## src/sim/prog.hex

```
// One 32-bit instruction word per line in hex, loaded from byte address 0 upward
// Comment after each word: byte address, then the instruction
8c080804  // 00 lw    $8, 0x804($0)    x from the GPIO input
ac080320  // 04 sw    $8, 0x320($0)    to memory word 200
8c090320  // 08 lw    $9, 0x320($0)    read back
24000005  // 0c addiu $0, $0, 5        must not change $zero
01205021  // 10 addu  $10, $9, $0
240b0025  // 14 addiu $11, $0, 37
014b6021  // 18 addu  $12, $10, $11
318c00f0  // 1c andi  $12, $12, 0xf0
240d0064  // 20 addiu $13, $0, 100
014d702a  // 24 slt   $14, $10, $13
11c00001  // 28 beq   $14, $0, +1      skip the or when x >= 100
018e6025  // 2c or    $12, $12, $14
ac0c0800  // 30 sw    $12, 0x800($0)   GPIO output and strobe
018e0023  // 34 subu  $0, $12, $14     write to $zero is dropped
08000000  // 38 j     0

```

## src/hdl/mips_bus_pkg.sv

```systemverilog
// Flat byte address map with memory from zero and GPIO from 0x800; accesses are whole words only
package mips_bus_pkg;

    typedef logic [31:0] word_t;
    typedef logic [31:0] addr_t;
    typedef logic [7:0]  gpio_t;

    localparam int mem_words = 256;                     // Memory depth in words
    typedef logic [$clog2(mem_words)-1:0] mem_index_t;

    localparam addr_t boot_addr    = 32'h0000_0000;     // First fetch address
    localparam addr_t gpio_base    = 32'h0000_0800;
    localparam addr_t gpio_out_ofs = 32'h0000_0000;     // Output byte, write strobes
    localparam addr_t gpio_in_ofs  = 32'h0000_0004;     // Input byte, read only

    localparam string mem_file = "/design/src/sim/prog.hex";        // Relative to the run directory

endpackage

```

## src/hdl/apb_if.sv

```systemverilog
// One APB segment with no pslverr and no pprot; the decoder modport is purely combinational
`timescale 1ns/100ps

interface apb_if
    import mips_bus_pkg::*;
(
    input logic pclk
);
    logic  psel;
    logic  penable;
    logic  pwrite;
    addr_t paddr;
    word_t pwdata;
    word_t prdata;
    logic  pready;

    modport master (
        input  pclk, prdata, pready,
        output psel, penable, pwrite, paddr, pwdata
    );

    modport slave (
        input  pclk, psel, penable, pwrite, paddr, pwdata,
        output prdata, pready
    );

    modport decoder (
        input  psel, penable, pwrite, paddr, pwdata,
        output prdata, pready
    );

endinterface

```

## src/hdl/gpio_port.sv

```systemverilog
// Zero wait state GPIO; only the low byte of a write is kept and other offsets read zero
`timescale 1ns/100ps

module gpio_port
    import mips_bus_pkg::*;
(
    input  logic  clk,
    input  logic  reset,
    apb_if.slave  bus,
    input  gpio_t gpio_data_in,
    output gpio_t gpio_data_out,
    output logic  gpio_strobe
);
    addr_t ofs;
    logic  wr_out;                          // Access cycle of a write to the output byte

    assign ofs    = bus.paddr - gpio_base;
    assign wr_out = bus.psel & bus.penable & bus.pwrite & (ofs == gpio_out_ofs);

    always_ff @(posedge clk) begin
        if (reset) begin
            gpio_data_out <= '0;
            gpio_strobe   <= 1'b0;
        end else begin
            gpio_strobe <= wr_out;          // One pulse, aligned with the new byte
            if (wr_out) begin
                gpio_data_out <= gpio_t'(bus.pwdata);
            end
        end
    end

    always_comb begin
        case (ofs)
            gpio_in_ofs:  bus.prdata = word_t'(gpio_data_in);
            gpio_out_ofs: bus.prdata = word_t'(gpio_data_out);  // Readback
            default:      bus.prdata = '0;
        endcase
    end

    assign bus.pready = 1'b1;

endmodule

```

## src/flat_wrapper.sv

```systemverilog
// flat-port wrapper written by rule: the top's interface ports become plain ports
module gpio_port_flat import mips_bus_pkg::*;
  (clk, reset, gpio_data_in, gpio_data_out, gpio_strobe, pclk, bus_psel, bus_penable, bus_pwrite, bus_paddr, bus_pwdata, bus_prdata, bus_pready);
  apb_if bus_i (.pclk(pclk));
  input  logic clk;
  input  logic reset;
  input  gpio_t gpio_data_in;
  output gpio_t gpio_data_out;
  output logic gpio_strobe;
  input wire logic pclk;
  input wire logic [$bits(bus_i.psel)-1:0] bus_psel;
  input wire logic [$bits(bus_i.penable)-1:0] bus_penable;
  input wire logic [$bits(bus_i.pwrite)-1:0] bus_pwrite;
  input wire logic [$bits(bus_i.paddr)-1:0] bus_paddr;
  input wire logic [$bits(bus_i.pwdata)-1:0] bus_pwdata;
  output wire logic [$bits(bus_i.prdata)-1:0] bus_prdata;
  output wire logic [$bits(bus_i.pready)-1:0] bus_pready;
  assign bus_i.psel = bus_psel;
  assign bus_i.penable = bus_penable;
  assign bus_i.pwrite = bus_pwrite;
  assign bus_i.paddr = bus_paddr;
  assign bus_i.pwdata = bus_pwdata;
  assign bus_prdata = bus_i.prdata;
  assign bus_pready = bus_i.pready;
  gpio_port u_core (.clk(clk), .reset(reset), .bus(bus_i), .gpio_data_in(gpio_data_in), .gpio_data_out(gpio_data_out), .gpio_strobe(gpio_strobe));
endmodule
```

## config.mk

```make
export PLATFORM = sky130hd
export DESIGN_NAME = gpio_port_flat
export DESIGN_NICKNAME = d
export VERILOG_FILES = /design/src/hdl/mips_bus_pkg.sv /design/src/hdl/apb_if.sv /design/src/hdl/gpio_port.sv /design/src/flat_wrapper.sv
export SDC_FILE = /design/constraint.sdc
export NUM_CORES = 1
export LEC_CHECK = 0
export BUFFER_PORTS_ARGS = -buffer_cell sky130_fd_sc_hd__clkbuf_2
export CORE_ASPECT_RATIO = 0.5
export CORE_MARGIN = 1
export CORE_UTILIZATION = 38
export DETAILED_ROUTE_END_ITERATION = 8
export PLACE_DENSITY = 0.93
export SYNTH_ARGS = -nofsm -noshare
export SYNTH_HDL_FRONTEND = slang
export SYNTH_SLANG_ARGS = --single-unit
```

## constraint.sdc

```tcl
create_clock -name clk -period 3.1 [get_ports clk]
set_input_delay 0.31 -clock clk [delete_from_list [all_inputs] [get_ports clk]]
set_output_delay 0.31 -clock clk [all_outputs]
set_load 0.01 [all_outputs]
```

; Word-level counts from Yosys, hierarchy flattened
; Index checks and enable logic that the tools add are counted.
; W data, S select, Z words.
[op_classes]
addsub = 1
eq_ne = 1
muxes = 1
bitwise_logic = 3
n_reduce_logical = 1
[ops]
columns = cell, n
row1 = $eq A32 B3 Y1 const B, 1
row2 = $logic_not A32 Y1, 1
row3 = $sub A32 B12 Y32 const B, 1
row4 = $pmux W8 S2, 1
row5 = $and A1 B1 Y1, 3
[totals]
register_bits = 9
wordCells = 9

; Longest topological paths before layout
[depth]
word_depth = 3
mapped_depth = 10
depth_no_buf = 8

; Worst setup path before layout
; No wires, ideal clock.
[synth_path]
path_type = in2out
from = in bus_paddr[18]
to = out bus_prdata[0]
arrival_time_ns = 2.252
slack_ns = 0.538
stages = 7
path_cell_list = or4_4 or4_4 or3_1 and4_4 buf_6 nand3_4 nor2_1
[synth_between]
elab_chain_len = 3
word_cells_on_any_way = 4
cone_classes = 1 x add/sub / 1 x eq/ne / 1 x mux / 1 x reduce/logical
[synth_rtl]
columns = element, line_no
row1 = start: declaration, flat_wrapper.sv:14  ; input wire logic [$bits(bus_i.paddr)-1:0] bus_paddr;
row2 = $sub A32 B12 Y32 (*), gpio_port.sv:17  ; assign ofs = bus.paddr - gpio_base;
row3 = $eq A32 B3 Y1 / $logic_not A32 Y1 (equally long branches), gpio_port.sv:33  ; case (ofs)
row4 = $pmux W8 S2 (*), gpio_port.sv:33
row5 = end: declaration, flat_wrapper.sv:16  ; output wire logic [$bits(bus_i.prdata)-1:0] bus_prdata;
; Every way passes the cells marked *; elsewhere a longest branch is shown, timed or not.

; Worst setup path in the final report
[layout_path]
from = in bus_paddr[14]
to = out bus_prdata[6]
; The elaborated chain is that of the path after synthesis.

==> impl_metrics.tcl <==
set metrics [dict create \
    clk_path_buf_depth 2 \
    initial_core_util 0.425 \
    fin_nets 328 \
    hold_class "input port to register" \
    ys_seq_area_frac 0.132 \
    post_cts_buffers 0 \
    final_hold_viol_count 0 \
    drc 0 \
    setup_ws_ps 228 \
    rsz0062_at_grt "false" \
    syn_to_final_growth_pct 23.8 \
    post_synth_mux_area_share 0.0670 \
    p_sw_mw 0.122 \
    critPathArrivalTime_ps 2560 \
    drive_gt1_frac 0.343 \
    post-dp-hpwl_um 3140 \
    synth-compound-area-share 0.154 \
    tns_ps 0 \
    hold_ws_ps 468 \
    htree_levels 1 \
    pwr-share-seq 0.312 \
    drt-pass1-iter-count 4 \
    fp.dieH_um 44.4 \
    overflow 0 \
    dieArea_sq_um 3850 \
    drt_iter0_drc 71 \
    clk-insertion-delay-late_ps 240 \
    gp_congestion 0.895 \
    synth_top_family_by_area "simple AND/OR/NAND/NOR gates" \
    synth-async-reset-ratio 0 \
    p_int_mw 0.250 \
    switching_share 0.327 \
    multi_input_area_sq_um 1040 \
    path_max_fanout 9 \
    tightest_slew_ps 674 \
    synthCells 183 \
    cap_violations 0 \
    path_class "input port to output port" \
    grt_pass1_wl_um 5940 \
    io_pins 120 \
    synth_seq_cells 9 \
    core_sq_um 3210 \
    fillers 308 \
    yosys.area_share.simple 0.451 \
    vias 1644 \
    clk_pin_slew_ps 50 \
    syn_area_sq_um 1360 \
    setup_violations 0 \
    cp-start-kind "input port" \
    wl_per_cell_um 13.2 \
    fmax_mhz 348 \
    cp-end-kind "output port" \
    maxSlewViolCount 0 \
    comb_power_share 0.313 \
    clock-root-buffer "clkbuf_8" \
    peakVddDrop_v 0.000110 \
    antenna_left 0 \
    powerDensity_nw_per_um2 220 \
    cts_buffers 3 \
    rows 14 \
    syn_area_per_cell_sq_um 7.45 \
    grt_max_degree 18 \
    synthXorXnorAreaFrac 0.0128 \
    grt_pass1_vias 1431 \
    port_buffers 69 \
    holdBufCountCts 0 \
    p_leak_nw 0.749 \
    synth-main-ff-cell "dfxtp_1" \
    track_usage 0.194 \
    pre_cts_ws_ps 256 \
    drt-total-wl_um 3910 \
    slew_headroom 0.547 \
    final.min_clock_period_ps 2870 \
    required_ps 2790 \
    cts_tree "yes" \
    dieWidth_um 86.7 \
    p_clk_frac 0.375 \
    grt_antenna_before_repair 0 \
    yosysUniqueCellTypes 46 \
    synth_edf_count 0 \
    cts-resized-gates 0 \
    fin_worst_skew_ps 0 \
    num_antenna_cells 0 \
    status "completed" \
    final-seq-area_sq_um 180 \
    yosysWarnings 0 \
    clock_sinks 9 \
    yosys.area_share.adder 0.00917 \
    finalCritPeriodShare 0.926 \
    viasPerCell 5.55 \
]
[placed cells by master, fill, tap and decap left out, types with 5 or more instances in the layout]
master,synthesis,routed
nor2b_1,10,10
o21ai_0,13,13
clkbuf_2,0,69
dfxtp_1,9,9
o21ai_1,6,6
mux2i_1,8,8
conb_1,2,25
nor3b_1,9,9
nand3_1,9,9
nand4_1,12,12
or4_1,5,5
nor4_1,8,8
nor2_1,17,17
[synthesized netlist by cell type, types with 2 or more instances]
| cell type | n | area share |
|---|---|---|
| a211oi_1 | 3 | 0.017 |
| and4b_1 | 2 | 0.015 |
| buf_4 | 25 | 0.14 |
| clkbuf_1 | 6 | 0.017 |
| conb_1 | 2 | 0.0055 |
| dfxtp_1 | 9 | 0.13 |
| inv_1 | 2 | 0.0055 |
| mux2i_1 | 8 | 0.059 |
| nand2b_1 | 2 | 0.0092 |
| nand3_1 | 9 | 0.033 |
| nand4_1 | 12 | 0.055 |
| nand4b_1 | 2 | 0.013 |
| nor2_1 | 17 | 0.047 |
| nor2b_1 | 10 | 0.046 |
| nor3b_1 | 9 | 0.050 |
| nor4_1 | 8 | 0.037 |
| nor4b_1 | 2 | 0.013 |
| o21ai_0 | 13 | 0.048 |
| o21ai_1 | 6 | 0.022 |
| or3_1 | 4 | 0.018 |
| or4_1 | 5 | 0.028 |
| or4_4 | 2 | 0.017 |
| xnor2_1 | 2 | 0.013 |
[cells by family after synthesis]
logic type / Yosys count
AOI/OAI and AO/OA: 31
buffers and inverters: 34
muxes: 9
other: 2
adders and majority gates: 1
DFF: 9
and+or+nand+nor: 95
xor gates and xnor gates: 2
[state kept, by name, indices dropped and copies added (netlist names)]
signal                count
u_core.gpio_strobe        1
u_core.gpio_data_out      8
[worst paths after layout]
kind,startpoint,endpoint,slack (ps),depth (start not counted)
worst min register to register,u_core.gpio_data_out[4],u_core.gpio_data_out[4],630,3
worst min-delay path,bus_pwdata[1],u_core.gpio_data_out[1],470,4
worst max register to register,u_core.gpio_data_out[0],u_core.gpio_data_out[0],2280,3
worst max-delay path,bus_paddr[14],bus_prdata[6],230,8
[power by group through the flow]
stage / clock (mW) / combinational (mW) / sequential, mW
global route: 0.145 / 0.126 / 0.116
CTS: 0.141 / 0.114 / 0.116
global placement: 0 / 0.108 / 0.118
finish: 0.140 / 0.116 / 0.116
floorplan: 0 / 0.0815 / 0.118
detailed placement: 0 / 0.113 / 0.118
[routing by layer]
metal,vias up,part of all wire,global-route usage
li1,786,-,-
met1,746,0.41,0.221
met2,104,0.51,0.384
met3,8,0.074,0.0205
met4,0,0.012,0.0767
met5,-,0,0
[critical path, stage by stage]
cell,delay (ps)
clkbuf_2,120
or4_1,560
or4_4,570
o21ai_1,190
and4_4,320
nand3_4,160
nor2_1,190
clkbuf_2,150
[final cells by class]
class	instances	area share
Multi-Input combinational cell	163	0.617
Timing Repair Buffer	70	0.209
Sequential cell	9	0.107
Tap cell	48	0.0356
Clock buffer	3	0.0245
Inverter	2	0.00445
Clock inverter	1	0.00297
[metrics by stage]
step                       util  area [sq um]  instances  power [mW]
after floorplan               -          1450        206       0.200
after global placement    0.512          1640        292       0.226
after detailed placement  0.512          1640        292       0.231
after CTS                 0.527          1690        296       0.370
after global routing      0.527          1690        296       0.387
final                     0.527          1690        296       0.372
(Power assumes the default switching activity.)
