===== src/sim/prog.hex =====
// One 32-bit instruction word per line in hex, loaded from byte address 0 upward
// Comment after each word: byte address, then the instruction
8c080804  // 00 lw    $8, 0x804($0)    x from the GPIO input
ac080320  // 04 sw    $8, 0x320($0)    to memory word 200
8c090320  // 08 lw    $9, 0x320($0)    read back
24000005  // 0c addiu $0, $0, 5        must not change $zero
01205021  // 10 addu  $10, $9, $0
240b0025  // 14 addiu $11, $0, 37
014b6021  // 18 addu  $12, $10, $11
318c00f0  // 1c andi  $12, $12, 0xf0
240d0064  // 20 addiu $13, $0, 100
014d702a  // 24 slt   $14, $10, $13
11c00001  // 28 beq   $14, $0, +1      skip the or when x >= 100
018e6025  // 2c or    $12, $12, $14
ac0c0800  // 30 sw    $12, 0x800($0)   GPIO output and strobe
018e0023  // 34 subu  $0, $12, $14     write to $zero is dropped
08000000  // 38 j     0


===== src/hdl/mips_bus_pkg.sv =====
// Flat byte address map with memory from zero and GPIO from 0x800; accesses are whole words only
package mips_bus_pkg;

    typedef logic [31:0] word_t;
    typedef logic [31:0] addr_t;
    typedef logic [7:0]  gpio_t;

    localparam int mem_words = 256;                     // Memory depth in words
    typedef logic [$clog2(mem_words)-1:0] mem_index_t;

    localparam addr_t boot_addr    = 32'h0000_0000;     // First fetch address
    localparam addr_t gpio_base    = 32'h0000_0800;
    localparam addr_t gpio_out_ofs = 32'h0000_0000;     // Output byte, write strobes
    localparam addr_t gpio_in_ofs  = 32'h0000_0004;     // Input byte, read only

    localparam string mem_file = "/design/src/sim/prog.hex";        // Relative to the run directory

endpackage


===== src/hdl/apb_if.sv =====
// One APB segment with no pslverr and no pprot; the decoder modport is purely combinational
`timescale 1ns/100ps

interface apb_if
    import mips_bus_pkg::*;
(
    input logic pclk
);
    logic  psel;
    logic  penable;
    logic  pwrite;
    addr_t paddr;
    word_t pwdata;
    word_t prdata;
    logic  pready;

    modport master (
        input  pclk, prdata, pready,
        output psel, penable, pwrite, paddr, pwdata
    );

    modport slave (
        input  pclk, psel, penable, pwrite, paddr, pwdata,
        output prdata, pready
    );

    modport decoder (
        input  psel, penable, pwrite, paddr, pwdata,
        output prdata, pready
    );

endinterface


===== src/hdl/apb_decoder.sv =====
// Address decode only; unmapped transfers finish at once with zero data and no side effect
`timescale 1ns/100ps

module apb_decoder
    import mips_bus_pkg::*;
(
    apb_if.decoder up,
    apb_if.master  mem,
    apb_if.master  gpio
);
    logic sel_mem;
    logic sel_gpio;

    assign sel_mem  = (up.paddr < addr_t'(mem_words * 4));
    assign sel_gpio = (up.paddr >= gpio_base);

    assign mem.psel    = up.psel & sel_mem;
    assign mem.penable = up.penable;
    assign mem.pwrite  = up.pwrite;
    assign mem.paddr   = up.paddr;
    assign mem.pwdata  = up.pwdata;

    assign gpio.psel    = up.psel & sel_gpio;
    assign gpio.penable = up.penable;
    assign gpio.pwrite  = up.pwrite;
    assign gpio.paddr   = up.paddr;
    assign gpio.pwdata  = up.pwdata;

    assign up.prdata = sel_mem ? mem.prdata : (sel_gpio ? gpio.prdata : '0);
    assign up.pready = sel_mem ? mem.pready : (sel_gpio ? gpio.pready : 1'b1);

endmodule


===== src/flat_wrapper.sv =====
// flat-port wrapper written by rule: the top's interface ports become plain ports
module apb_decoder_flat import mips_bus_pkg::*;
  (pclk, up_psel, up_penable, up_pwrite, up_paddr, up_pwdata, up_prdata, up_pready, mem_prdata, mem_pready, mem_psel, mem_penable, mem_pwrite, mem_paddr, mem_pwdata, gpio_prdata, gpio_pready, gpio_psel, gpio_penable, gpio_pwrite, gpio_paddr, gpio_pwdata);
  apb_if up_i (.pclk(pclk));
  apb_if mem_i (.pclk(pclk));
  apb_if gpio_i (.pclk(pclk));
  input wire logic pclk;
  input wire logic [$bits(up_i.psel)-1:0] up_psel;
  input wire logic [$bits(up_i.penable)-1:0] up_penable;
  input wire logic [$bits(up_i.pwrite)-1:0] up_pwrite;
  input wire logic [$bits(up_i.paddr)-1:0] up_paddr;
  input wire logic [$bits(up_i.pwdata)-1:0] up_pwdata;
  output wire logic [$bits(up_i.prdata)-1:0] up_prdata;
  output wire logic [$bits(up_i.pready)-1:0] up_pready;
  input wire logic [$bits(mem_i.prdata)-1:0] mem_prdata;
  input wire logic [$bits(mem_i.pready)-1:0] mem_pready;
  output wire logic [$bits(mem_i.psel)-1:0] mem_psel;
  output wire logic [$bits(mem_i.penable)-1:0] mem_penable;
  output wire logic [$bits(mem_i.pwrite)-1:0] mem_pwrite;
  output wire logic [$bits(mem_i.paddr)-1:0] mem_paddr;
  output wire logic [$bits(mem_i.pwdata)-1:0] mem_pwdata;
  input wire logic [$bits(gpio_i.prdata)-1:0] gpio_prdata;
  input wire logic [$bits(gpio_i.pready)-1:0] gpio_pready;
  output wire logic [$bits(gpio_i.psel)-1:0] gpio_psel;
  output wire logic [$bits(gpio_i.penable)-1:0] gpio_penable;
  output wire logic [$bits(gpio_i.pwrite)-1:0] gpio_pwrite;
  output wire logic [$bits(gpio_i.paddr)-1:0] gpio_paddr;
  output wire logic [$bits(gpio_i.pwdata)-1:0] gpio_pwdata;
  assign up_i.psel = up_psel;
  assign up_i.penable = up_penable;
  assign up_i.pwrite = up_pwrite;
  assign up_i.paddr = up_paddr;
  assign up_i.pwdata = up_pwdata;
  assign up_prdata = up_i.prdata;
  assign up_pready = up_i.pready;
  assign mem_i.prdata = mem_prdata;
  assign mem_i.pready = mem_pready;
  assign mem_psel = mem_i.psel;
  assign mem_penable = mem_i.penable;
  assign mem_pwrite = mem_i.pwrite;
  assign mem_paddr = mem_i.paddr;
  assign mem_pwdata = mem_i.pwdata;
  assign gpio_i.prdata = gpio_prdata;
  assign gpio_i.pready = gpio_pready;
  assign gpio_psel = gpio_i.psel;
  assign gpio_penable = gpio_i.penable;
  assign gpio_pwrite = gpio_i.pwrite;
  assign gpio_paddr = gpio_i.paddr;
  assign gpio_pwdata = gpio_i.pwdata;
  apb_decoder u_core (.up(up_i), .mem(mem_i), .gpio(gpio_i));
endmodule

===== config.mk =====
export PLATFORM = sky130hd
export DESIGN_NAME = apb_decoder_flat
export DESIGN_NICKNAME = d
export VERILOG_FILES = /design/src/hdl/mips_bus_pkg.sv /design/src/hdl/apb_if.sv /design/src/hdl/apb_decoder.sv /design/src/flat_wrapper.sv
export SDC_FILE = /design/constraint.sdc
export NUM_CORES = 1
export LEC_CHECK = 0
export BUFFER_PORTS_ARGS = -buffer_cell sky130_fd_sc_hd__buf_4
export CAP_MARGIN = 5
export CORE_AREA = 5 5 114 116
export DETAILED_ROUTE_END_ITERATION = 12
export DIE_AREA = 0 0 119 121
export PLACE_DENSITY_LB_ADDON = 0.25
export SETUP_SLACK_MARGIN = 0.15
export SLEW_MARGIN = 20
export SYNTH_ARGS = -nofsm -noshare
export SYNTH_HDL_FRONTEND = slang
export SYNTH_SLANG_ARGS = --single-unit

===== constraint.sdc =====
create_clock -name vclk -period 1.4
set_input_delay 0 -clock vclk [all_inputs]
set_output_delay 0 -clock vclk [all_outputs]
set_load 0.005 [all_outputs]

### Yosys cells after proc, flatten, opt, wreduce, memory -nomap -nowiden

Cells that the tools add are included.

* register bits: 0
* bits of input ports: 134

* muxes and demuxes: 4
* magnitude comparators: 2
* bitwise logic cells: 2

Operator list (count)
* $mux W32: 2
* $ge A32 B12 Y1 const B: 1
* $lt A32 B11 Y1 const B: 1
* $and A1 B1 Y1: 2
* $mux W1: 2

### Logic depth before layout (Yosys ltp)

* depth in word-level cells: 3
* mapped depth: 5
* mapped depth without buffers: 4

### Least setup slack after synthesis

Ideal clock, no wire load.

* path kind: in2out
* start: input port up_paddr[24]
* end: output port up_prdata[10]
* arrival: 1.534 ns
* cell stages on the path: 4
* data required time: 1.400 ns
* slack: -0.134 ns
* buffers on the path: 1
* cell sequence: or4_4 -> nor4_4 -> buf_6 -> mux2_2

* cells in the longest elaborated chain, start to end: 3
* elaborated cells on any way between the ends: 4

RTL lines
* from (decl): RTL line flat_wrapper.sv:11 `input wire logic [$bits(up_i.paddr)-1:0] up_paddr;`
* $ge A32 B12 Y1: RTL line apb_decoder.sv:15 `assign sel_gpio = (up.paddr >= gpio_base);`
* $mux W32: RTL line apb_decoder.sv:29 `assign up.prdata = sel_mem ? mem.prdata : (sel_gpio ? gpio.prdata : '0);`
* $mux W32 (*): RTL line apb_decoder.sv:29
* to (decl): RTL line flat_wrapper.sv:13 `output wire logic [$bits(up_i.prdata)-1:0] up_prdata;`

Mark *: on every way between the ends. The rest lies on a longest branch, timed or not.

### Worst setup path in the final report

* start: input port up_paddr[24]
* end: output port up_prdata[18]

Same word-level chain as after synthesis.

==> key figures <==
Status
  – Run status: finished, violations left
  – Violations in the final reports: setup timing

Synth
  – Leading cell types by count after synthesis: 132 x buf_4, 33 x nor2b_1, 30 x mux2_2
  – Synthesized area per cell: just under 8 µm²
  – Area share of the largest cell type after synthesis: between 50% and 60%
  – Cell type with the largest total area after synthesis: buf_4
  – Synthesized-area fraction occupied by ao, oa, aoi and oai cells: 0%
  – Simple logic cell fraction of the synthesized area: 16.6%
  – Cell count after synthesis: approximately 210
  – YS warnings: 0
  – Post-synthesis share of cell area spent on xor and xnor gates: 0%
  – Netlist area before placement: between 1500 and 2000 µm²
  – Cell variety after synth: 15
  – Share of synthesized area occupied by flip-flops and latches: 0%
  – Synthesized-area fraction occupied by adder cells: 0%
  – Most numerous cell in the Yosys netlist: buf_4
  – Main combinational cell family by area after synthesis: buffers and inverters
  – Top cells by area, synth: buf_4 59%, mux2_2 20%, nor2b_1 12%
  – Portion of netlist area occupied by mux cells: 21.9%
  – Post-Syn Nets: around 350

Drt
  – Count of TritonRoute iterations in the first routing pass: 2
  – Antenna-violating nets left: 0
  – Via count: between 1000 and 1500
  – Initial drt markers: 19
  – Wire length per cell after detailed routing: approximately 12 µm
  – Detailed-route wire length: 5000 µm
  – Per-cell via count in the routed design: 3.36
  – Number of DRC violations after detailed routing: 0

Setup path
  – Cells along the critical path: buf_4, or4_4, nor4_4, buf_12, mux2_2, buf_4
  – Crit. End Element: primary output
  – Critical setup path kind: primary input to primary output
  – CP arrival: around 1.7 ns
  – Critical Path Most Common Cell: buf_4
  – Worst path required time: 1.40 ns
  – Largest incremental delay on the critical path: roughly 0.53 ns
  – Cell with the biggest individual delay on the critical path: or4_4
  – Largest fanout on the critical path: 35
  – CP startpoint kind: primary input

GRT
  – Grt ovf: 0
  – First-pass GRT wire length: approximately 7300 µm
  – Pin count of the biggest net entering global routing: 37
  – Antenna violations before repair: 0
  – Overall routing resource usage: 5.88%
  – Via count of the first global-routing pass: roughly 1500

Placement
  – DP Wirelength: between 4000 and 5000 µm
  – Port bufs: between 150 and 200
  – Global placement routability congestion: between 0.7 and 0.8

Layout
  – Footprint of the flip-flops and latches: 0 µm²
  – Total Nets Final: 400
  – Share of final-layout standard cells stronger than drive strength 1: between 80% and 90%
  – Total number of sequential cells: 0
  – Utilization after layout: between 10% and 20%
  – Synthesis-to-finish area growth: 36.1%
  – Diodes inserted: 0
  – Clock buffer count: 0

STA
  – Rel. slew slack: 76.3%
  – Pins Over Slew Limit: 0
  – Number of setup violations in the final report: 35
  – Unrepaired setup endpoints after global routing: true
  – Transition time at the pin with the least slew margin: around 0.35 ns
  – Worst Setup Slack, final: -0.304 ns
  – Maximum operating frequency: between 500 and 600 MHz
  – Fin crit share: 122%
  – Final number of hold-violating endpoints: 0
  – Final critical-path required period: 1.70 ns

Die
  – Die span in x: 119 µm
  – Effective utilization at floorplan: 14.3%
  – Total die area: approximately 14000 µm²
  – Boundary Pins: 301
  – Area inside the core boundary: approximately 12000 µm²
  – Number of cell rows: 40
  – Height of the die: 121 µm

Power
  – Worst-case vdd ir drop: roughly 130 µV
  – Cell area power density: roughly 240 nW/µm²
  – Leakage power total: 0.00113 µW
  – Power consumption: ~550 µW

Clock network
  – # hold bufs at CTS: 0

Min path
  – Class of the worst hold path: primary input to primary output

Job
  – Max-capacitance violation count: 0
cells in the final DEF, fill, tap and decap left out, types with 2 or more instances in the layout:
| master | Yosys | final |
|---|---|---|
| mux2_2 | 30 | 31 |
| nor4_4 | 1 | 2 |
| buf_4 | 132 | 185 |
| nor4_2 | 0 | 2 |
| nor2b_1 | 33 | 33 |
per-stage QoR:
step	hold slack (ns)	setup WS (ns)	cells	area, µm²	setup TNS, ns
floorplan	0.0808	-0.134	214	1690	-3.60
global placement	0.0000507	-0.421	411	2260	-12.92
detailed placement	0.0000507	-0.403	411	2260	-12.35
CTS	0.0000507	-0.342	411	2290	-10.38
global route	0.0000117	-0.389	411	2300	-12.44
finish	0.00000249	-0.304	411	2300	-9.31
path summary, 6_finish.rpt:
| path | endpoint | from | cells past startpoint |
|---|---|---|---|
| setup / recovery | up_prdata[18] | up_paddr[24] | 6 |
| hold / removal | gpio_pwdata[27] | up_pwdata[27] | 0 |
final cells by class:
| cell class | instances | area [µm²] |
|---|---|---|
| multi-input combinational | 75 | 679 |
| inverter | 1 | 3.75 |
| timing repair buffer | 188 | 1440 |
| tap | 147 | 184 |
| fill | 1346 | 9510 |
critical path: cells and delay by family:
family	cells	cell delay (ns)
mux	1	0.37
simple gates	2	0.80
buf+inv	3	0.50
layer usage:
layer	track usage [%]	up-vias	wire, µm
li1	-	651	-
met1	6.19	595	1700
met2	10.6	124	2450
met3	3.08	11	798
met4	0.941	0	48
met5	0	-	0
cells by family (layout without fill, tap and decap cells):
| family | count (synthesis) | in the layout |
|---|---|---|
| buffers and inverters | 139 | 189 |
| multiplexers | 33 | 33 |
| AND/OR/NAND/NOR | 42 | 42 |
what timing repair did:
action                     CTS  global route
setup buffers                0             0
gates resized for setup      6             2
pin swaps                    0             1
setup endpoints to repair   35            35
power breakdown:
| part | leakage (µW) | switching, µW | total [µW] | internal (µW) |
|---|---|---|---|---|
| Clock | 0 | 0 | 0 | 0 |
| Sequential | 0 | 0 | 0 | 0 |
| Combinational | 0.00113 | 165 | 552 | 387 |
| Total | 0.00113 | 165 | 552 | 387 |
(Power assumes the default switching activity.)
