===== src/hdl/mips_isa_pkg.sv =====
// Only the opcodes and funct codes listed here are decoded; shamt is ignored and no traps exist
package mips_isa_pkg;

    localparam int opcode_w = 6;            // Instruction field widths
    localparam int reg_w    = 5;
    localparam int funct_w  = 6;
    localparam int imm_w    = 16;
    localparam int target_w = 26;

    typedef enum logic [opcode_w-1:0] {
        op_rtype = 6'h00,                   // Operation chosen by funct
        op_j     = 6'h02,
        op_beq   = 6'h04,
        op_addiu = 6'h09,
        op_andi  = 6'h0c,                   // Zero-extended immediate
        op_lw    = 6'h23,
        op_sw    = 6'h2b
    } op_t;

    typedef enum logic [funct_w-1:0] {
        funct_addu = 6'h21,
        funct_subu = 6'h23,
        funct_and  = 6'h24,
        funct_or   = 6'h25,
        funct_slt  = 6'h2a                  // Signed compare
    } funct_t;

    typedef logic [reg_w-1:0] reg_idx_t;

    typedef enum logic [2:0] {
        alu_add,
        alu_sub,
        alu_and,
        alu_or,
        alu_slt
    } alu_op_t;

    typedef enum logic [1:0] {
        srcb_reg,                           // B register
        srcb_four,                          // PC increment
        srcb_imm,                           // Extended immediate
        srcb_imm4                           // Branch offset in bytes
    } srcb_t;

    typedef enum logic [1:0] {
        pc_alu,                             // PC + 4 straight from the ALU
        pc_aluout,                          // Branch target held in ALUOut
        pc_jump                             // Upper PC bits with the J target
    } pc_src_t;

    typedef struct packed {
        op_t                 opcode;
        reg_idx_t            rs;
        reg_idx_t            rt;
        reg_idx_t            rd;
        funct_t              funct;
        logic [imm_w-1:0]    imm;
        logic [target_w-1:0] target;
    } instr_fields_t;

    typedef struct packed {
        logic    pc_en;
        logic    ir_en;
        logic    mdr_en;
        logic    ab_en;                     // Loads A and B together
        logic    aluout_en;
        logic    reg_write;
        logic    reg_dst;                   // 1 writes rd, 0 writes rt
        logic    mem_to_reg;                // 1 writes MDR, 0 writes ALUOut
        logic    alu_src_a;                 // 1 takes A, 0 takes PC
        srcb_t   alu_src_b;
        alu_op_t alu_op;
        pc_src_t pc_src;
        logic    iord;                      // 1 addresses data through ALUOut
        logic    bus_req;
        logic    bus_write;
    } ctrl_t;

endpackage


===== src/hdl/mips_control.sv =====
// Multicycle sequencer; unknown opcodes are skipped and each bus phase waits on bus_done
`timescale 1ns/100ps

module mips_control
    import mips_isa_pkg::*;
(
    input  logic          clk,
    input  logic          reset,
    input  instr_fields_t fields,
    input  logic          zero,
    input  logic          bus_done,
    output ctrl_t         ctrl
);
    typedef enum logic [3:0] {
        s_boot,                             // One idle cycle out of reset
        s_fetch_setup,
        s_fetch_access,
        s_decode,
        s_execute,
        s_mem_setup,
        s_mem_access,
        s_writeback,
        s_branch
    } state_t;

    state_t state;
    state_t state_next;
    logic   is_mem;                         // lw or sw in IR

    function automatic alu_op_t funct_alu(funct_t f);
        case (f)
            funct_subu: return alu_sub;
            funct_and:  return alu_and;
            funct_or:   return alu_or;
            funct_slt:  return alu_slt;
            default:    return alu_add;     // addu and anything unsupported
        endcase
    endfunction

    assign is_mem = (fields.opcode == op_lw) || (fields.opcode == op_sw);

    always_ff @(posedge clk) begin
        if (reset) begin
            state <= s_boot;
        end else begin
            state <= state_next;
        end
    end

    always_comb begin
        state_next = state;
        case (state)
            s_boot:         state_next = s_fetch_setup;
            s_fetch_setup:  state_next = s_fetch_access;
            s_fetch_access: if (bus_done) state_next = s_decode;
            s_decode: begin
                case (fields.opcode)
                    op_rtype, op_addiu, op_andi, op_lw, op_sw: state_next = s_execute;
                    op_beq, op_j: state_next = s_branch;
                    default:      state_next = s_fetch_setup;
                endcase
            end
            s_execute:      state_next = is_mem ? s_mem_setup : s_writeback;
            s_mem_setup:    state_next = s_mem_access;
            s_mem_access: begin
                if (bus_done) begin
                    state_next = (fields.opcode == op_lw) ? s_writeback : s_fetch_setup;
                end
            end
            s_writeback, s_branch: state_next = s_fetch_setup;
            default:        state_next = s_boot;
        endcase
    end

    always_comb begin
        ctrl           = '0;
        ctrl.alu_src_b = srcb_four;         // Default ALU use is PC + 4
        ctrl.alu_op    = alu_add;
        ctrl.pc_src    = pc_alu;
        case (state)
            s_fetch_setup: ctrl.bus_req = 1'b1;
            s_fetch_access: begin
                ctrl.bus_req = 1'b1;
                ctrl.ir_en   = bus_done;    // Latch instruction and step PC together
                ctrl.pc_en   = bus_done;
            end
            s_decode: begin
                ctrl.ab_en     = 1'b1;
                ctrl.aluout_en = 1'b1;      // Branch target from PC + 4
                ctrl.alu_src_b = srcb_imm4;
            end
            s_execute: begin
                ctrl.alu_src_a = 1'b1;
                ctrl.aluout_en = 1'b1;
                if (fields.opcode == op_rtype) begin
                    ctrl.alu_src_b = srcb_reg;
                    ctrl.alu_op    = funct_alu(fields.funct);
                end else begin
                    ctrl.alu_src_b = srcb_imm;      // Address or immediate operand
                    if (fields.opcode == op_andi) begin
                        ctrl.alu_op = alu_and;
                    end
                end
            end
            s_mem_setup, s_mem_access: begin
                ctrl.bus_req   = 1'b1;
                ctrl.iord      = 1'b1;
                ctrl.bus_write = (fields.opcode == op_sw);
                ctrl.mdr_en    = (state == s_mem_access) && bus_done;
            end
            s_writeback: begin
                ctrl.reg_write  = 1'b1;
                ctrl.reg_dst    = (fields.opcode == op_rtype);
                ctrl.mem_to_reg = (fields.opcode == op_lw);
            end
            s_branch: begin
                ctrl.alu_src_a = 1'b1;      // A - B sets zero for beq
                ctrl.alu_src_b = srcb_reg;
                ctrl.alu_op    = alu_sub;
                if (fields.opcode == op_j) begin
                    ctrl.pc_src = pc_jump;
                    ctrl.pc_en  = 1'b1;
                end else begin
                    ctrl.pc_src = pc_aluout;
                    ctrl.pc_en  = zero;
                end
            end
            default: ctrl.bus_req = 1'b0;   // Boot cycle stays off the bus
        endcase
    end

endmodule


===== config.mk =====
export PLATFORM = sky130hd
export DESIGN_NAME = mips_control
export DESIGN_NICKNAME = d
export VERILOG_FILES = /design/src/hdl/mips_isa_pkg.sv /design/src/hdl/mips_control.sv
export SDC_FILE = /design/constraint.sdc
export NUM_CORES = 1
export LEC_CHECK = 0
export ABC_AREA = 0
export BUFFER_PORTS_ARGS = -buffer_cell sky130_fd_sc_hd__buf_4
export CAP_MARGIN = 10
export CORE_MARGIN = 4
export CORE_UTILIZATION = 31
export CTS_BUF_LIST = sky130_fd_sc_hd__clkbuf_2
export DETAILED_ROUTE_END_ITERATION = 16
export GPL_TIMING_DRIVEN = 0
export PLACE_DENSITY = 0.93
export SYNTH_ARGS = -nofsm -noshare
export SYNTH_HDL_FRONTEND = slang
export SYNTH_SLANG_ARGS = --single-unit

===== constraint.sdc =====
create_clock -name clk -period 1.6 [get_ports clk]
set_clock_uncertainty 0.1 [all_clocks]
set_input_delay 0 -clock clk [delete_from_list [all_inputs] [get_ports clk]]
set_output_delay 0 -clock clk [all_outputs]
set_load 0.005 [all_outputs]

# Word-level counts from Yosys, hierarchy flattened
# Cells that the tools add are included.
[classes] muxes=24 n_reduce_logical=12 eq_ne=20
[ops] operator="$eq A6 B6 Y1 const B" n=6
[ops] operator="$pmux W4 S7" n=1
[ops] operator="$eq A4 B3 Y1 const B" n=4
[ops] operator="$eq A6 B4 Y1 const B" n=2
[ops] operator="$pmux W3 S4" n=1
[ops] operator="$mux W1" n=9
[ops] operator="$eq A4 B2 Y1 const B" n=2
[ops] operator="$mux W2" n=4
[ops] operator="$mux W4" n=2
[ops] operator="$pmux W4 S2" n=1
[ops] operator="$reduce_or A2 Y1" n=4
[ops] operator="$eq A6 B2 Y1 const B" n=1
[ops] operator="$eq A6 B3 Y1 const B" n=1
[ops] operator="$logic_not A6 Y1" n=1
[ops] operator="$mux W3" n=2
[ops] operator="$pmux W2 S3" n=1
[ops] operator="$pmux W3 S2" n=1
[ops] operator="$mux W5" n=1
[ops] operator="$reduce_or A5 Y1" n=1
[ops] operator="$eq A4 B1 Y1 const B" n=1
[ops] operator="$eq A4 B4 Y1 const B" n=1
[ops] operator="$logic_not A4 Y1" n=1
[ops] operator="$ne A2 B2 Y1 const B" n=2
[ops] operator="$reduce_or A4 Y1" n=1
[ops] operator="5 further kinds" n=5
[totals] out_inout_bits=19 regBits=4 in_bits=73 word_cells=57

# Depth between registers and ports, before layout
[logic_depth] word_depth=4 ltp_mapped=5 depth_no_buf=4

# Worst setup path after synthesis
# Ideal clock, no wire load.
[synth_timing] kind="flip-flop to flip-flop" start="register state[0]" end="register state[1]" path_stages_with_launch=5 t_arrival_ns=1.193 setup_slack_ns=0.221 period_less_slack_ns=1.379 path_cell_list="dfxtp_1 > buf_4 > nor4b_4 > mux2i_1 > a221oi_2"
[synth_between] elab_chain_len=3 word_cells_on_any_way=14 classes_between="10 x eq/ne; 1 x mux; 3 x reduce/logical"
[synth_rtl] item="start, declared" line="mips_control.sv:26" text="state_t state;"
[synth_rtl] item="start signal, assigned" line="mips_control.sv:44" text="state <= s_boot;"
[synth_rtl] item="start signal, assigned" line="mips_control.sv:46" text="state <= state_next;"
[synth_rtl] item="$eq A4 B4 Y1, or another cell as far along" line="mips_control.sv:52" text="case (state)"
[synth_rtl] item="$reduce_or A3 Y1 (no source line) or $ne A2 B2 Y1 (tied branches)"
[synth_rtl] item="$pmux W4 S7 or $reduce_and A2 Y1 (tied branches)"
# Parallel ways exist; a longest one is shown, timed or not.
# A chain may end at the register's enable or synchronous reset.

==> qor.yml <==
status:
  status: "finished, violations left"
  violations: "negative setup slack"
global_routing:
  antenna_found_initial: 0
  grt_pass1_vias: 776
  grt_pass1_wl_um: 3330
  grt-ovfl-total: 0
  grt_max_degree: 11
  grt_usage_pct: 15.5
floorplanning:
  coreArea_um2: 2000
  rows: 16
  dieHeight_um: 54.3
  dieWidth_um: 54.3
  ioPinCount: 92
  start_util_pct: 33.2
  dieArea_um2: 2950
synth:
  yosys_warnings: 0
  synthFlopType: "dfxtp_1"
  synth_fp_nets: 169
  ys_ff_latch: 4
  synth_common_cells: "nor2_1, nand2_1, nor3_1"
  synthTopCellsByArea: "dfxtp_1, nor2_1, nor3_1"
  syn_area_per_cell_um2: 6.93
  ys_async_sr_fraction_pct: 0
  yosysMostFrequentCell: "nor2_1"
  synth_top_cell_by_area: "dfxtp_1"
  synth.distinct_cells: 38
  synth_cells: 96
  netlist.area_leader.share_pct: 12.0
  synth_area_um2: 666
  synth_edf_count: 0
  ys_seq_area_share_pct: 12.0
setup_path:
  arrival_ns: 1.59
  criticalPathCategory: "flip-flop to primary output"
  required_ns: 1.50
  cp_top_family: "simple AND/OR/NAND/NOR gates"
  worst_path_max_delay_cell: "dfxtp_4"
  crit_chain: "buf_8 -> nor4b_4 -> nand4_2 -> o31ai_2 -> buf_4"
  crit_path_max_fanout: 3
  cpPeakStageDelay_ns: 0.34
  reg2reg_from: "state[0]"
  crit_path_start_kind: "flip-flop"
  startpoint: "state[0]"
  crit_buf_inv: 2
  cp-end-kind: "primary output"
drt:
  drtIter0Drc: 28
  routed_wl_um: 2170
  vias: 873
  drc: 0
  ant_nets: 0
  viasPerCell: 5.26
  firstDrtPassIters: 4
  post_drt_wl_per_cell_um: 13.1
sta:
  fin_crit_ns: 1.69
  slew_viol_final: 0
  final-hold-violation-count: 0
  final-setup-viol-count: 2
  relSlewSlack_pct: 63.8
  fmax_ghz: 0.592
  whs_ns: 0.0216
  fin_tns_setup_ns: -0.160
  grt_setup_unrepaired: "true"
  fin_ws_ns: -0.0888
  worstMarginPinSlew_ns: 0.538
  period_share_pct: 106
finish:
  fill_cells: 198
  multi_input_area_um2: 561
  drive_gt1_share_pct: 44.6
  reg_top3: "state x4"
  seqCellArea_um2: 85.1
  utilization_pct: 54.1
  largest_reg_flops: 4
  fin_nets: 214
  stdcell_count: 166
  syn_to_final_growth_pct: 62.6
  antenna_cells: 0
  largest_register: "state"
run:
  maxCapViolCount: 0
place:
  io_buffers: 31
  dp_cells: 154
  hpwlAfterDp_um: 1520
  gp_congestion: 0.836
power_and_ir_drop:
  powerDensity_nw_per_um2: 427
  vdd_drop_max_v: 0.000214
  p_leak_uw: 0.000509
min_path:
  min_from: "fields[67]"
  hp-class: "input port to flip-flop"
clocking:
  cts_sinks: 4
  path_clk_slew_ns: 0.05
  htree_levels: 1
  clockBufferDepth: 2
  cts-root-buf: "clkbuf_2"
  cts_buffers: 3
  cts_tree: "built"
  clkLatencyLatePin_ns: 0.22
## cells by family (layout without fill, tap and decap cells)
group / Yosys count / count (layout) / synth area share [%]
compound gates: 19 / 19 / 21.8
xor+xnor: 3 / 3 / 3.95
flops: 4 / 4 / 12.0
mux: 2 / 2 / 3.01
simple gates: 55 / 55 / 49.1
buf+inv: 13 / 56 / 10.1
## power by group
| part | internal (µW) | total [µW] | switching [µW] |
|---|---|---|---|
| registers | 108 | 116 | 7.22 |
| clock network | 50.5 | 98.9 | 48.4 |
| logic | 133 | 248 | 116 |
## per-layer routing
layer | track usage [%] | vias up | share of wire (%)
met5 | 0 | - | 0
met4 | 6.22 | 0 | 0.64
met3 | 3.54 | 2 | 6.1
met2 | 27.7 | 30 | 50
met1 | 17.4 | 405 | 43
li1 | - | 436 | -
## path summary, 6_finish.rpt
path                            slack (ns)        to  depth (start not counted)
worst max-delay path                 -0.09   ctrl[5]                          5
worst min-delay path                  0.02  state[2]                          4
worst max register to register        0.06  state[2]                          6
worst min register to register        0.66  state[1]                          3
## repair_timing
action                     4_1_cts  5_1_grt
hold buffers                     3        0
gates resized for setup         10       10
setup buffers                    4        3
pin swaps                        6        4
setup endpoints to repair        6       12
hold endpoints to repair         4        0
## area by class of cell
cell class	instances	share of cell area, %
buffer	7	4.97
clock buffer	3	1.39
inverter	5	1.73
multi-input combinational	79	51.8
sequential	4	7.86
tap	27	3.12
timing repair buffer	41	29.1
## worst register-to-register path: stages, from the launching register on
cell      delay, ns
dfxtp_4        0.34
buf_8          0.11
buf_4          0.16
o31a_1         0.29
nor3b_1        0.18
a21oi_1        0.06
a211oi_1       0.21
## cell usage in the layout (no fill, tap or decap), types with 2 or more instances in the layout
master,instances
buf_4,39
nor2_1,10
nand2_1,8
nor3_1,6
inv_1,5
buf_2,4
nor4_1,4
nor2b_1,4
a21oi_1,3
nand2b_1,3
o21ai_0,3
clkbuf_2,3
dlygate4sd3_1,3
nand4bb_1,2
nand3_1,2
a31oi_1,2
xor2_1,2
or3_1,2
mux2i_1,2
nor3b_1,2
dfxtp_1,2
## metrics by stage
step	total power, µW	cell area (µm²)	setup WS [ns]
2_1_floorplan	230	666	0.221
3_3_place_gp	298	932	-0.0149
3_5_place_dp	304	932	-0.0644
4_1_cts	430	1030	-0.172
5_1_grt	499	1080	-0.206
6_report	463	1080	-0.0888
No activity file was read; power rests on OpenSTA's default activity.
